[config.mk]
export PLATFORM = sky130hd
export DESIGN_NAME = intDivUnit
export DESIGN_NICKNAME = d
export VERILOG_FILES = /design/src/design/divPkg.sv /design/src/design/divIterate.sv /design/src/design/divOperandPrep.sv /design/src/design/divSignFix.sv /design/src/design/divStep.sv /design/src/design/intDivUnit.sv
export SDC_FILE = /design/constraint.sdc
export NUM_CORES = 1
export LEC_CHECK = 0
export BUFFER_PORTS_ARGS = -buffer_cell sky130_fd_sc_hd__buf_2
export CORE_MARGIN = 2
export CORE_UTILIZATION = 40
export CTS_CLUSTER_SIZE = 12
export DETAILED_ROUTE_END_ITERATION = 10
export PLACE_DENSITY = 0.57
export SLEW_MARGIN = 20
export SYNTH_ARGS = -nofsm -noshare
export SYNTH_HDL_FRONTEND = slang
export SYNTH_HIERARCHICAL = 1
export SYNTH_SLANG_ARGS = --single-unit
[constraint.sdc]
create_clock -name clk -period 11.7 [get_ports clk]
set_input_delay 0 -clock clk [delete_from_list [all_inputs] [get_ports clk]]
set_output_delay 0 -clock clk [all_outputs]
set_load 0.02 [all_outputs]
[src/design/divPkg.sv]
/*
  Integer divider shared types
  Opcode encoding and result selection used across the divider stages
*/
`default_nettype none

package divPkg;

  ////////////////////////////////////////////////////////////
  // Operation codes
  ////////////////////////////////////////////////////////////

  // Bit 0 set means unsigned, bit 1 set means remainder
  typedef enum logic [1:0] {
    opDiv  = 2'b00,  // Signed quotient
    opDivu = 2'b01,  // Unsigned quotient
    opRem  = 2'b10,  // Signed remainder
    opRemu = 2'b11   // Unsigned remainder
  } divOp;

  // Which corrected value leaves the output stage
  typedef enum logic {
    resQuot = 1'b0,  // Quotient path
    resRem  = 1'b1   // Remainder path
  } divResSel;

endpackage

`default_nettype wire

[src/design/divIterate.sv]
/*
  Divider iteration stage
  FSM sequencing restoring steps, bitsPerCycle quotient bits per clock
*/
`timescale 1ns/10ps
`default_nettype none

module divIterate #(
  parameter int dataWidth    = 32,
  parameter int bitsPerCycle = 2
) (
  input  logic                 clk,
  input  logic                 rstN,
  input  logic                 prepValid,
  output logic                 prepReady,
  input  divPkg::divOp         prepOp,
  input  logic [dataWidth-1:0] prepAbsA,
  input  logic [dataWidth-1:0] prepAbsB,
  input  logic                 prepNegQ,
  input  logic                 prepNegR,
  input  logic                 prepDiv0,
  input  logic [dataWidth-1:0] prepA,
  output logic                 iterValid,
  input  logic                 iterReady,
  output logic [dataWidth-1:0] iterQuot,   // Unsigned quotient magnitude
  output logic [dataWidth-1:0] iterRem,    // Unsigned remainder magnitude
  output divPkg::divOp         iterOp,
  output logic                 iterNegQ,
  output logic                 iterNegR,
  output logic                 iterDiv0,
  output logic [dataWidth-1:0] iterA
);

  localparam int nSteps = dataWidth / bitsPerCycle;               // Busy cycles per op
  localparam int cntW   = (nSteps > 1) ? $clog2(nSteps) : 1;

  typedef enum logic [1:0] {idle, busy, done} iterState;

  iterState             state;
  logic [cntW-1:0]      stepCnt;      // Busy cycles elapsed
  logic                 accept;
  logic [dataWidth-1:0] wReg;         // Residual
  logic [dataWidth-1:0] xqReg;        // Shrinking dividend / growing quotient
  logic [dataWidth-1:0] divisorReg;   // Constant during an op
  logic [dataWidth-1:0] wChain  [bitsPerCycle+1];
  logic [dataWidth-1:0] xqChain [bitsPerCycle+1];

  assign prepReady = (state == idle);
  assign accept    = prepValid & prepReady;
  assign iterValid = (state == done);

  ////////////////////////////////////////////////////////////
  // Step chain
  ////////////////////////////////////////////////////////////

  assign wChain[0]  = wReg;
  assign xqChain[0] = xqReg;

  for (genvar i = 0; i < bitsPerCycle; i++) begin : gStep
    divStep #(
      .dataWidth(dataWidth)
    ) divStep_inst (
      .wIn    (wChain[i]),
      .xqIn   (xqChain[i]),
      .divisor(divisorReg),
      .wOut   (wChain[i+1]),
      .xqOut  (xqChain[i+1])
    );
  end

  ////////////////////////////////////////////////////////////
  // Datapath registers
  ////////////////////////////////////////////////////////////

  always_ff @(posedge clk) begin
    if (accept) begin
      wReg       <= '0;                           // Residual starts empty
      xqReg      <= prepAbsA;
      divisorReg <= prepAbsB;
      iterOp     <= prepOp;
      iterNegQ   <= prepNegQ;
      iterNegR   <= prepNegR;
      iterDiv0   <= prepDiv0;
      iterA      <= prepA;
    end else if (state == busy) begin
      wReg  <= wChain[bitsPerCycle];              // Advance by bitsPerCycle bits
      xqReg <= xqChain[bitsPerCycle];
    end
  end

  assign iterQuot = xqReg;
  assign iterRem  = wReg;

  ////////////////////////////////////////////////////////////
  // Control FSM
  ////////////////////////////////////////////////////////////

  always_ff @(posedge clk) begin
    if (!rstN) begin
      state   <= idle;
      stepCnt <= '0;
    end else begin
      case (state)
        idle: if (accept) begin
          stepCnt <= '0;
          state   <= prepDiv0 ? done : busy;      // Zero divisor skips iterations
        end
        busy: begin
          stepCnt <= stepCnt + 1'b1;
          if (stepCnt == cntW'(nSteps - 1)) state <= done;
        end
        done: if (iterReady) state <= idle;       // Hold under back-pressure
        default: state <= idle;
      endcase
    end
  end

endmodule

`default_nettype wire

[src/design/divOperandPrep.sv]
/*
  Divider operand preparation stage
  Takes operand signs and magnitudes and flags a zero divisor, one register deep
*/
`timescale 1ns/10ps
`default_nettype none

module divOperandPrep #(
  parameter int dataWidth = 32
) (
  input  logic                 clk,
  input  logic                 rstN,
  input  logic                 inValid,
  output logic                 inReady,
  input  divPkg::divOp         inOp,
  input  logic [dataWidth-1:0] inA,       // Dividend
  input  logic [dataWidth-1:0] inB,       // Divisor
  output logic                 prepValid,
  input  logic                 prepReady,
  output divPkg::divOp         prepOp,
  output logic [dataWidth-1:0] prepAbsA,  // |A|, or raw A on divide by zero
  output logic [dataWidth-1:0] prepAbsB,  // |B|
  output logic                 prepNegQ,  // Quotient needs negation
  output logic                 prepNegR,  // Remainder needs negation
  output logic                 prepDiv0,  // Divisor is zero
  output logic [dataWidth-1:0] prepA      // Raw dividend
);

  logic                 isSigned;  // Signed opcode
  logic                 signA;     // Effective dividend sign
  logic                 signB;     // Effective divisor sign
  logic                 div0;
  logic [dataWidth-1:0] absA;
  logic [dataWidth-1:0] absB;
  logic                 accept;    // Input transfer this cycle

  ////////////////////////////////////////////////////////////
  // Sign and magnitude
  ////////////////////////////////////////////////////////////

  assign isSigned = ~inOp[0];                      // opDiv and opRem
  assign signA    = isSigned & inA[dataWidth-1];
  assign signB    = isSigned & inB[dataWidth-1];
  assign div0     = (inB == '0);

  // Dividend magnitude, kept untouched when the divisor is zero
  assign absA = div0  ? inA : (signA ? -inA : inA);
  assign absB = signB ? -inB : inB;                // Most negative value wraps to itself

  ////////////////////////////////////////////////////////////
  // Handshake and stage register
  ////////////////////////////////////////////////////////////

  // Empty stage, or the next stage drains us this cycle
  assign inReady = ~prepValid | prepReady;
  assign accept  = inValid & inReady;

  always_ff @(posedge clk) begin
    if (!rstN) begin
      prepValid <= 1'b0;
    end else if (inReady) begin
      prepValid <= inValid;                        // Load new op or go empty
    end
  end

  // Payload only moves on a transfer
  always_ff @(posedge clk) begin
    if (accept) begin
      prepOp   <= inOp;
      prepAbsA <= absA;
      prepAbsB <= absB;
      prepNegQ <= signA ^ signB;
      prepNegR <= signA;                           // Remainder follows dividend
      prepDiv0 <= div0;
      prepA    <= inA;
    end
  end

endmodule

`default_nettype wire

[src/design/divSignFix.sv]
/*
  Divider output stage
  Sign correction, divide-by-zero results and quotient/remainder select, one register deep
*/
`timescale 1ns/10ps
`default_nettype none

module divSignFix #(
  parameter int dataWidth = 32
) (
  input  logic                 clk,
  input  logic                 rstN,
  input  logic                 iterValid,
  output logic                 iterReady,
  input  logic [dataWidth-1:0] iterQuot,
  input  logic [dataWidth-1:0] iterRem,
  input  divPkg::divOp         iterOp,
  input  logic                 iterNegQ,
  input  logic                 iterNegR,
  input  logic                 iterDiv0,
  input  logic [dataWidth-1:0] iterA,
  output logic                 outValid,
  input  logic                 outReady,
  output logic [dataWidth-1:0] outResult
);

  logic [dataWidth-1:0] quot;     // Final quotient
  logic [dataWidth-1:0] rem;      // Final remainder
  logic [dataWidth-1:0] result;
  divPkg::divResSel     resSel;
  logic                 accept;

  ////////////////////////////////////////////////////////////
  // Result correction
  ////////////////////////////////////////////////////////////

  // Overflow case falls out of the magnitude path on its own
  assign quot = iterDiv0 ? '1    : (iterNegQ ? -iterQuot : iterQuot);
  assign rem  = iterDiv0 ? iterA : (iterNegR ? -iterRem  : iterRem);

  // Opcode bit 1 picks remainder
  assign resSel = iterOp[1] ? divPkg::resRem : divPkg::resQuot;
  assign result = (resSel == divPkg::resRem) ? rem : quot;

  ////////////////////////////////////////////////////////////
  // Handshake and output register
  ////////////////////////////////////////////////////////////

  assign iterReady = ~outValid | outReady;
  assign accept    = iterValid & iterReady;

  always_ff @(posedge clk) begin
    if (!rstN) begin
      outValid <= 1'b0;
    end else if (iterReady) begin
      outValid <= iterValid;
    end
  end

  always_ff @(posedge clk) begin
    if (accept) outResult <= result;  // Held while outReady is low
  end

endmodule

`default_nettype wire

[src/design/divStep.sv]
/*
  One restoring division step: shift, trial subtract, restore
*/
`timescale 1ns/10ps
`default_nettype none

module divStep #(
  parameter int dataWidth = 32
) (
  input  logic [dataWidth-1:0] wIn,      // Partial residual
  input  logic [dataWidth-1:0] xqIn,     // Dividend bits above, quotient bits below
  input  logic [dataWidth-1:0] divisor,
  output logic [dataWidth-1:0] wOut,
  output logic [dataWidth-1:0] xqOut
);

  logic [dataWidth:0] wShift;  // Residual with next dividend bit appended
  logic [dataWidth:0] diff;    // Trial difference, top bit is the sign
  logic               qBit;

  assign wShift = {wIn, xqIn[dataWidth-1]};
  assign diff   = wShift - {1'b0, divisor};
  assign qBit   = ~diff[dataWidth];                               // Non-negative keeps it
  assign wOut   = qBit ? diff[dataWidth-1:0] : wShift[dataWidth-1:0];  // Restore
  assign xqOut  = {xqIn[dataWidth-2:0], qBit};

endmodule

`default_nettype wire

[src/design/intDivUnit.sv]
/*
  Pipelined restoring integer divider, RISC-V div/divu/rem/remu
*/
`timescale 1ns/10ps
`default_nettype none

module intDivUnit #(
  parameter int dataWidth    = 32,
  parameter int bitsPerCycle = 2   // 1, 2 or 4
) (
  input  logic                 clk,
  input  logic                 rstN,
  input  logic                 inValid,
  output logic                 inReady,
  input  divPkg::divOp         inOp,
  input  logic [dataWidth-1:0] inA,
  input  logic [dataWidth-1:0] inB,
  output logic                 outValid,
  input  logic                 outReady,
  output logic [dataWidth-1:0] outResult
);

  // Prep to iterate
  logic                 prepValid, prepReady, prepNegQ, prepNegR, prepDiv0;
  divPkg::divOp         prepOp;
  logic [dataWidth-1:0] prepAbsA, prepAbsB, prepA;
  // Iterate to sign fix
  logic                 iterValid, iterReady, iterNegQ, iterNegR, iterDiv0;
  divPkg::divOp         iterOp;
  logic [dataWidth-1:0] iterQuot, iterRem, iterA;

  divOperandPrep #(.dataWidth(dataWidth)) divOperandPrep_inst (.*);

  divIterate #(
    .dataWidth   (dataWidth),
    .bitsPerCycle(bitsPerCycle)
  ) divIterate_inst (.*);

  divSignFix #(.dataWidth(dataWidth)) divSignFix_inst (.*);

endmodule

`default_nettype wire
==> impl_results.md <==
- Status: completed
- Setup TNS: 0 ns
- Clock Path Buffers: 3
- Hold Startpoint: inOp[1]
- Cell Area, Synth: 0.0180 mm2
- GR Util All Layers: 0.197
- Slew @ Worst Pin: 1.11 ns
- Vias in the first global route: 12.7k
- Share of layout cells above drive strength 1: 0.164
- Post-DP HPWL: 34.2 mm
- Sequential power share: 0.311
- Initial core utilization: 0.406
- Die area: 0.0467 mm2
- Fin. max-slew vios: 0
- YS warnings: 6
- Crit path max fanout: 24
- Power Density: 204 mW/mm2
- WL final: 46.8 mm
- Chip height: 216 um
- Clock Skew: 0.0114 ns
- FF-to-FF Start: divIterate_inst/iterQuot[31]
- Fin util: 0.444
- Root Driver: clkbuf_16
- Sw frac: 0.381
- Psw: 1530 uW
- Starting DRT DRC Count: 1035
- Drt drc: 0
- Comb pwr share: 0.466
- Grt ovf: 0
- Reg clk slew, reported paths: 0.06 ns
- Initial antenna violation count: 0
- WP data arrival: 7.17 ns
- Layout area overhead: 9.26%
- Final setup vio count: 0
- Clock Sinks: 271
- Slowest cell delay on critical path: 0.43 ns
- Worst hold-check path type: input port to flip-flop
- Slew HR: 0.256
- Die width: 216 um
- Design area: 0.0197 mm2
- Post-Syn Nets: 1848
- Worst slack, placed: 5.06 ns
- Input/output buffers: 103
- Final worst slack: 4.95 ns
- TritonCTS Buffers: 30
- R2R setup slack: 4.95 ns
- Post-placement cell area: 0.0178 mm2
- CP startpoint: divIterate_inst/iterQuot[31]
- Largest net degree at the start of global routing: 76
- Num rows: 77
- Ports: 104
- Post-layout net count: 1889
- CTS tree: done
- Global-route wire length before repair: 72.5 mm
- Clk network pwr share: 0.223
- CTS H-Tree Depth: 1
- Leakage Power: 0.00765 uW
- Tmin final: 6.75 ns
- Nature of the critical path startpoint: flip-flop
- Vias per cell: 5.54
- Unrepaired setup endpoints after global routing: false
- Worst vdd ir: 0.000211 V
- Final period utilization: 0.577
- Routability cong.: 0.919
- Crit path max-delay family: compound AO/OA/AOI/OAI gates
- Setup Fix Bufs, Post-CTS: 0
- Vias: 13.1k
- Setup crit end kind: flip-flop
- Count of final hold-check violations: 0
- Worst endpoint required time: 12.12 ns
- Cells after Synth: 1707
- Crit path buf inv count: 3
- Pre-antenna DRT Iters: 5
- Syn_area_per_cell: 10.5 um2
- Post-route ant nets: 0
- Placeable Area: 0.0443 mm2
- Worst-skew pair later-pin latency: 0.59 ns
- Crit Path Category: flip-flop to flip-flop
- Max-cap violations: 0
- Ant. Diodes: 0
- Int Power: 2490 uW
- Max Fclk: 148 MHz
- Crit path max-delay cell type: mux2i_4
- Routed wire per std cell: 19.8 um
[metrics by stage]
step / instances / hold slack, ns / power (uW)
after CTS: 2364 / 0.0985 / 4010
after global placement: 2220 / 0.179 / 3060
after floorplan: 1707 / 0.0989 / 2870
after detailed placement: 2220 / 0.180 / 3080
final: 2364 / 0.141 / 4010
after global routing: 2364 / 0.126 / 4240
[metal layers]
layer  wire [um]  global-route usage  vias up
li1            -                   -     6244
met1       21300               0.270     6432
met2       22000               0.326      359
met3        2310              0.0255       58
met4        1180              0.0603        0
met5           0                   0        -
[power by group through the flow]
stage	clock [uW]	combinational, uW	sequential (uW)
finish	895	1870	1250
global route	961	2020	1260
CTS	920	1840	1250
detailed placement	0	1810	1270
global placement	0	1790	1270
floorplan	0	1660	1210
[layout make-up]
cell class,count,area [um2]
tap,592,741
inverter,87,342
sequential,271,7740
fill,4197,24700
clock buffer,47,845
multi-input combinational,1155,8430
timing repair buffer,203,1490
clock inverter,9,86.3
[layout by cell type, fill, tap and decap left out, types with 14 or more instances in the layout]
cell / n
xor2_1: 78
xnor2_1: 85
mux2_4: 38
or4_1: 16
o21a_1: 15
edfxtp_1: 231
o31ai_1: 33
nor3_1: 30
mux2_2: 41
dlygate4sd3_1: 88
nand3_1: 38
inv_1: 85
buf_2: 103
dfxtp_1: 40
o41ai_1: 17
o21ai_0: 73
clkbuf_1: 14
clkbuf_16: 30
a31oi_1: 15
or3_1: 23
a21oi_1: 114
nor2_1: 74
nand2_1: 130
ha_1: 69
a21o_1: 34
[sequential cells by signal, summed over array words and instances, names as in the netlist]
register	cells
divOperandPrep_inst/prepDiv0	1
divOperandPrep_inst/prepAbsB	32
divOperandPrep_inst/prepValid	1
divOperandPrep_inst/prepNegQ	1
divIterate_inst/state	2
divIterate_inst/divisorReg	32
divOperandPrep_inst/prepA	31
divIterate_inst/iterNegR	1
divIterate_inst/iterOp	1
divOperandPrep_inst/prepAbsA	32
divIterate_inst/iterA	32
divOperandPrep_inst/prepOp	1
divIterate_inst/iterNegQ	1
divSignFix_inst/outValid	1
divIterate_inst/iterDiv0	1
divOperandPrep_inst/prepNegR	1
divIterate_inst/iterQuot	32
divIterate_inst/iterRem	32
divSignFix_inst/outResult	32
divIterate_inst/stepCnt	4
[path summary, 6_finish.rpt]
kind / end / cells past startpoint
worst max-delay path: divIterate_inst/iterRem[22] / 26
worst min-delay path: divOperandPrep_inst/prepOp[1] / 2
worst max register to register: divIterate_inst/iterRem[22] / 26
worst min register to register: divIterate_inst/divisorReg[3] / 0
[repair_timing]
item,CTS,global route
gates resized for setup,0,0
hold buffers,88,0
hold endpoints to repair,106,0
setup endpoints to repair,0,0
No activity file was read; power rests on OpenSTA's default activity.
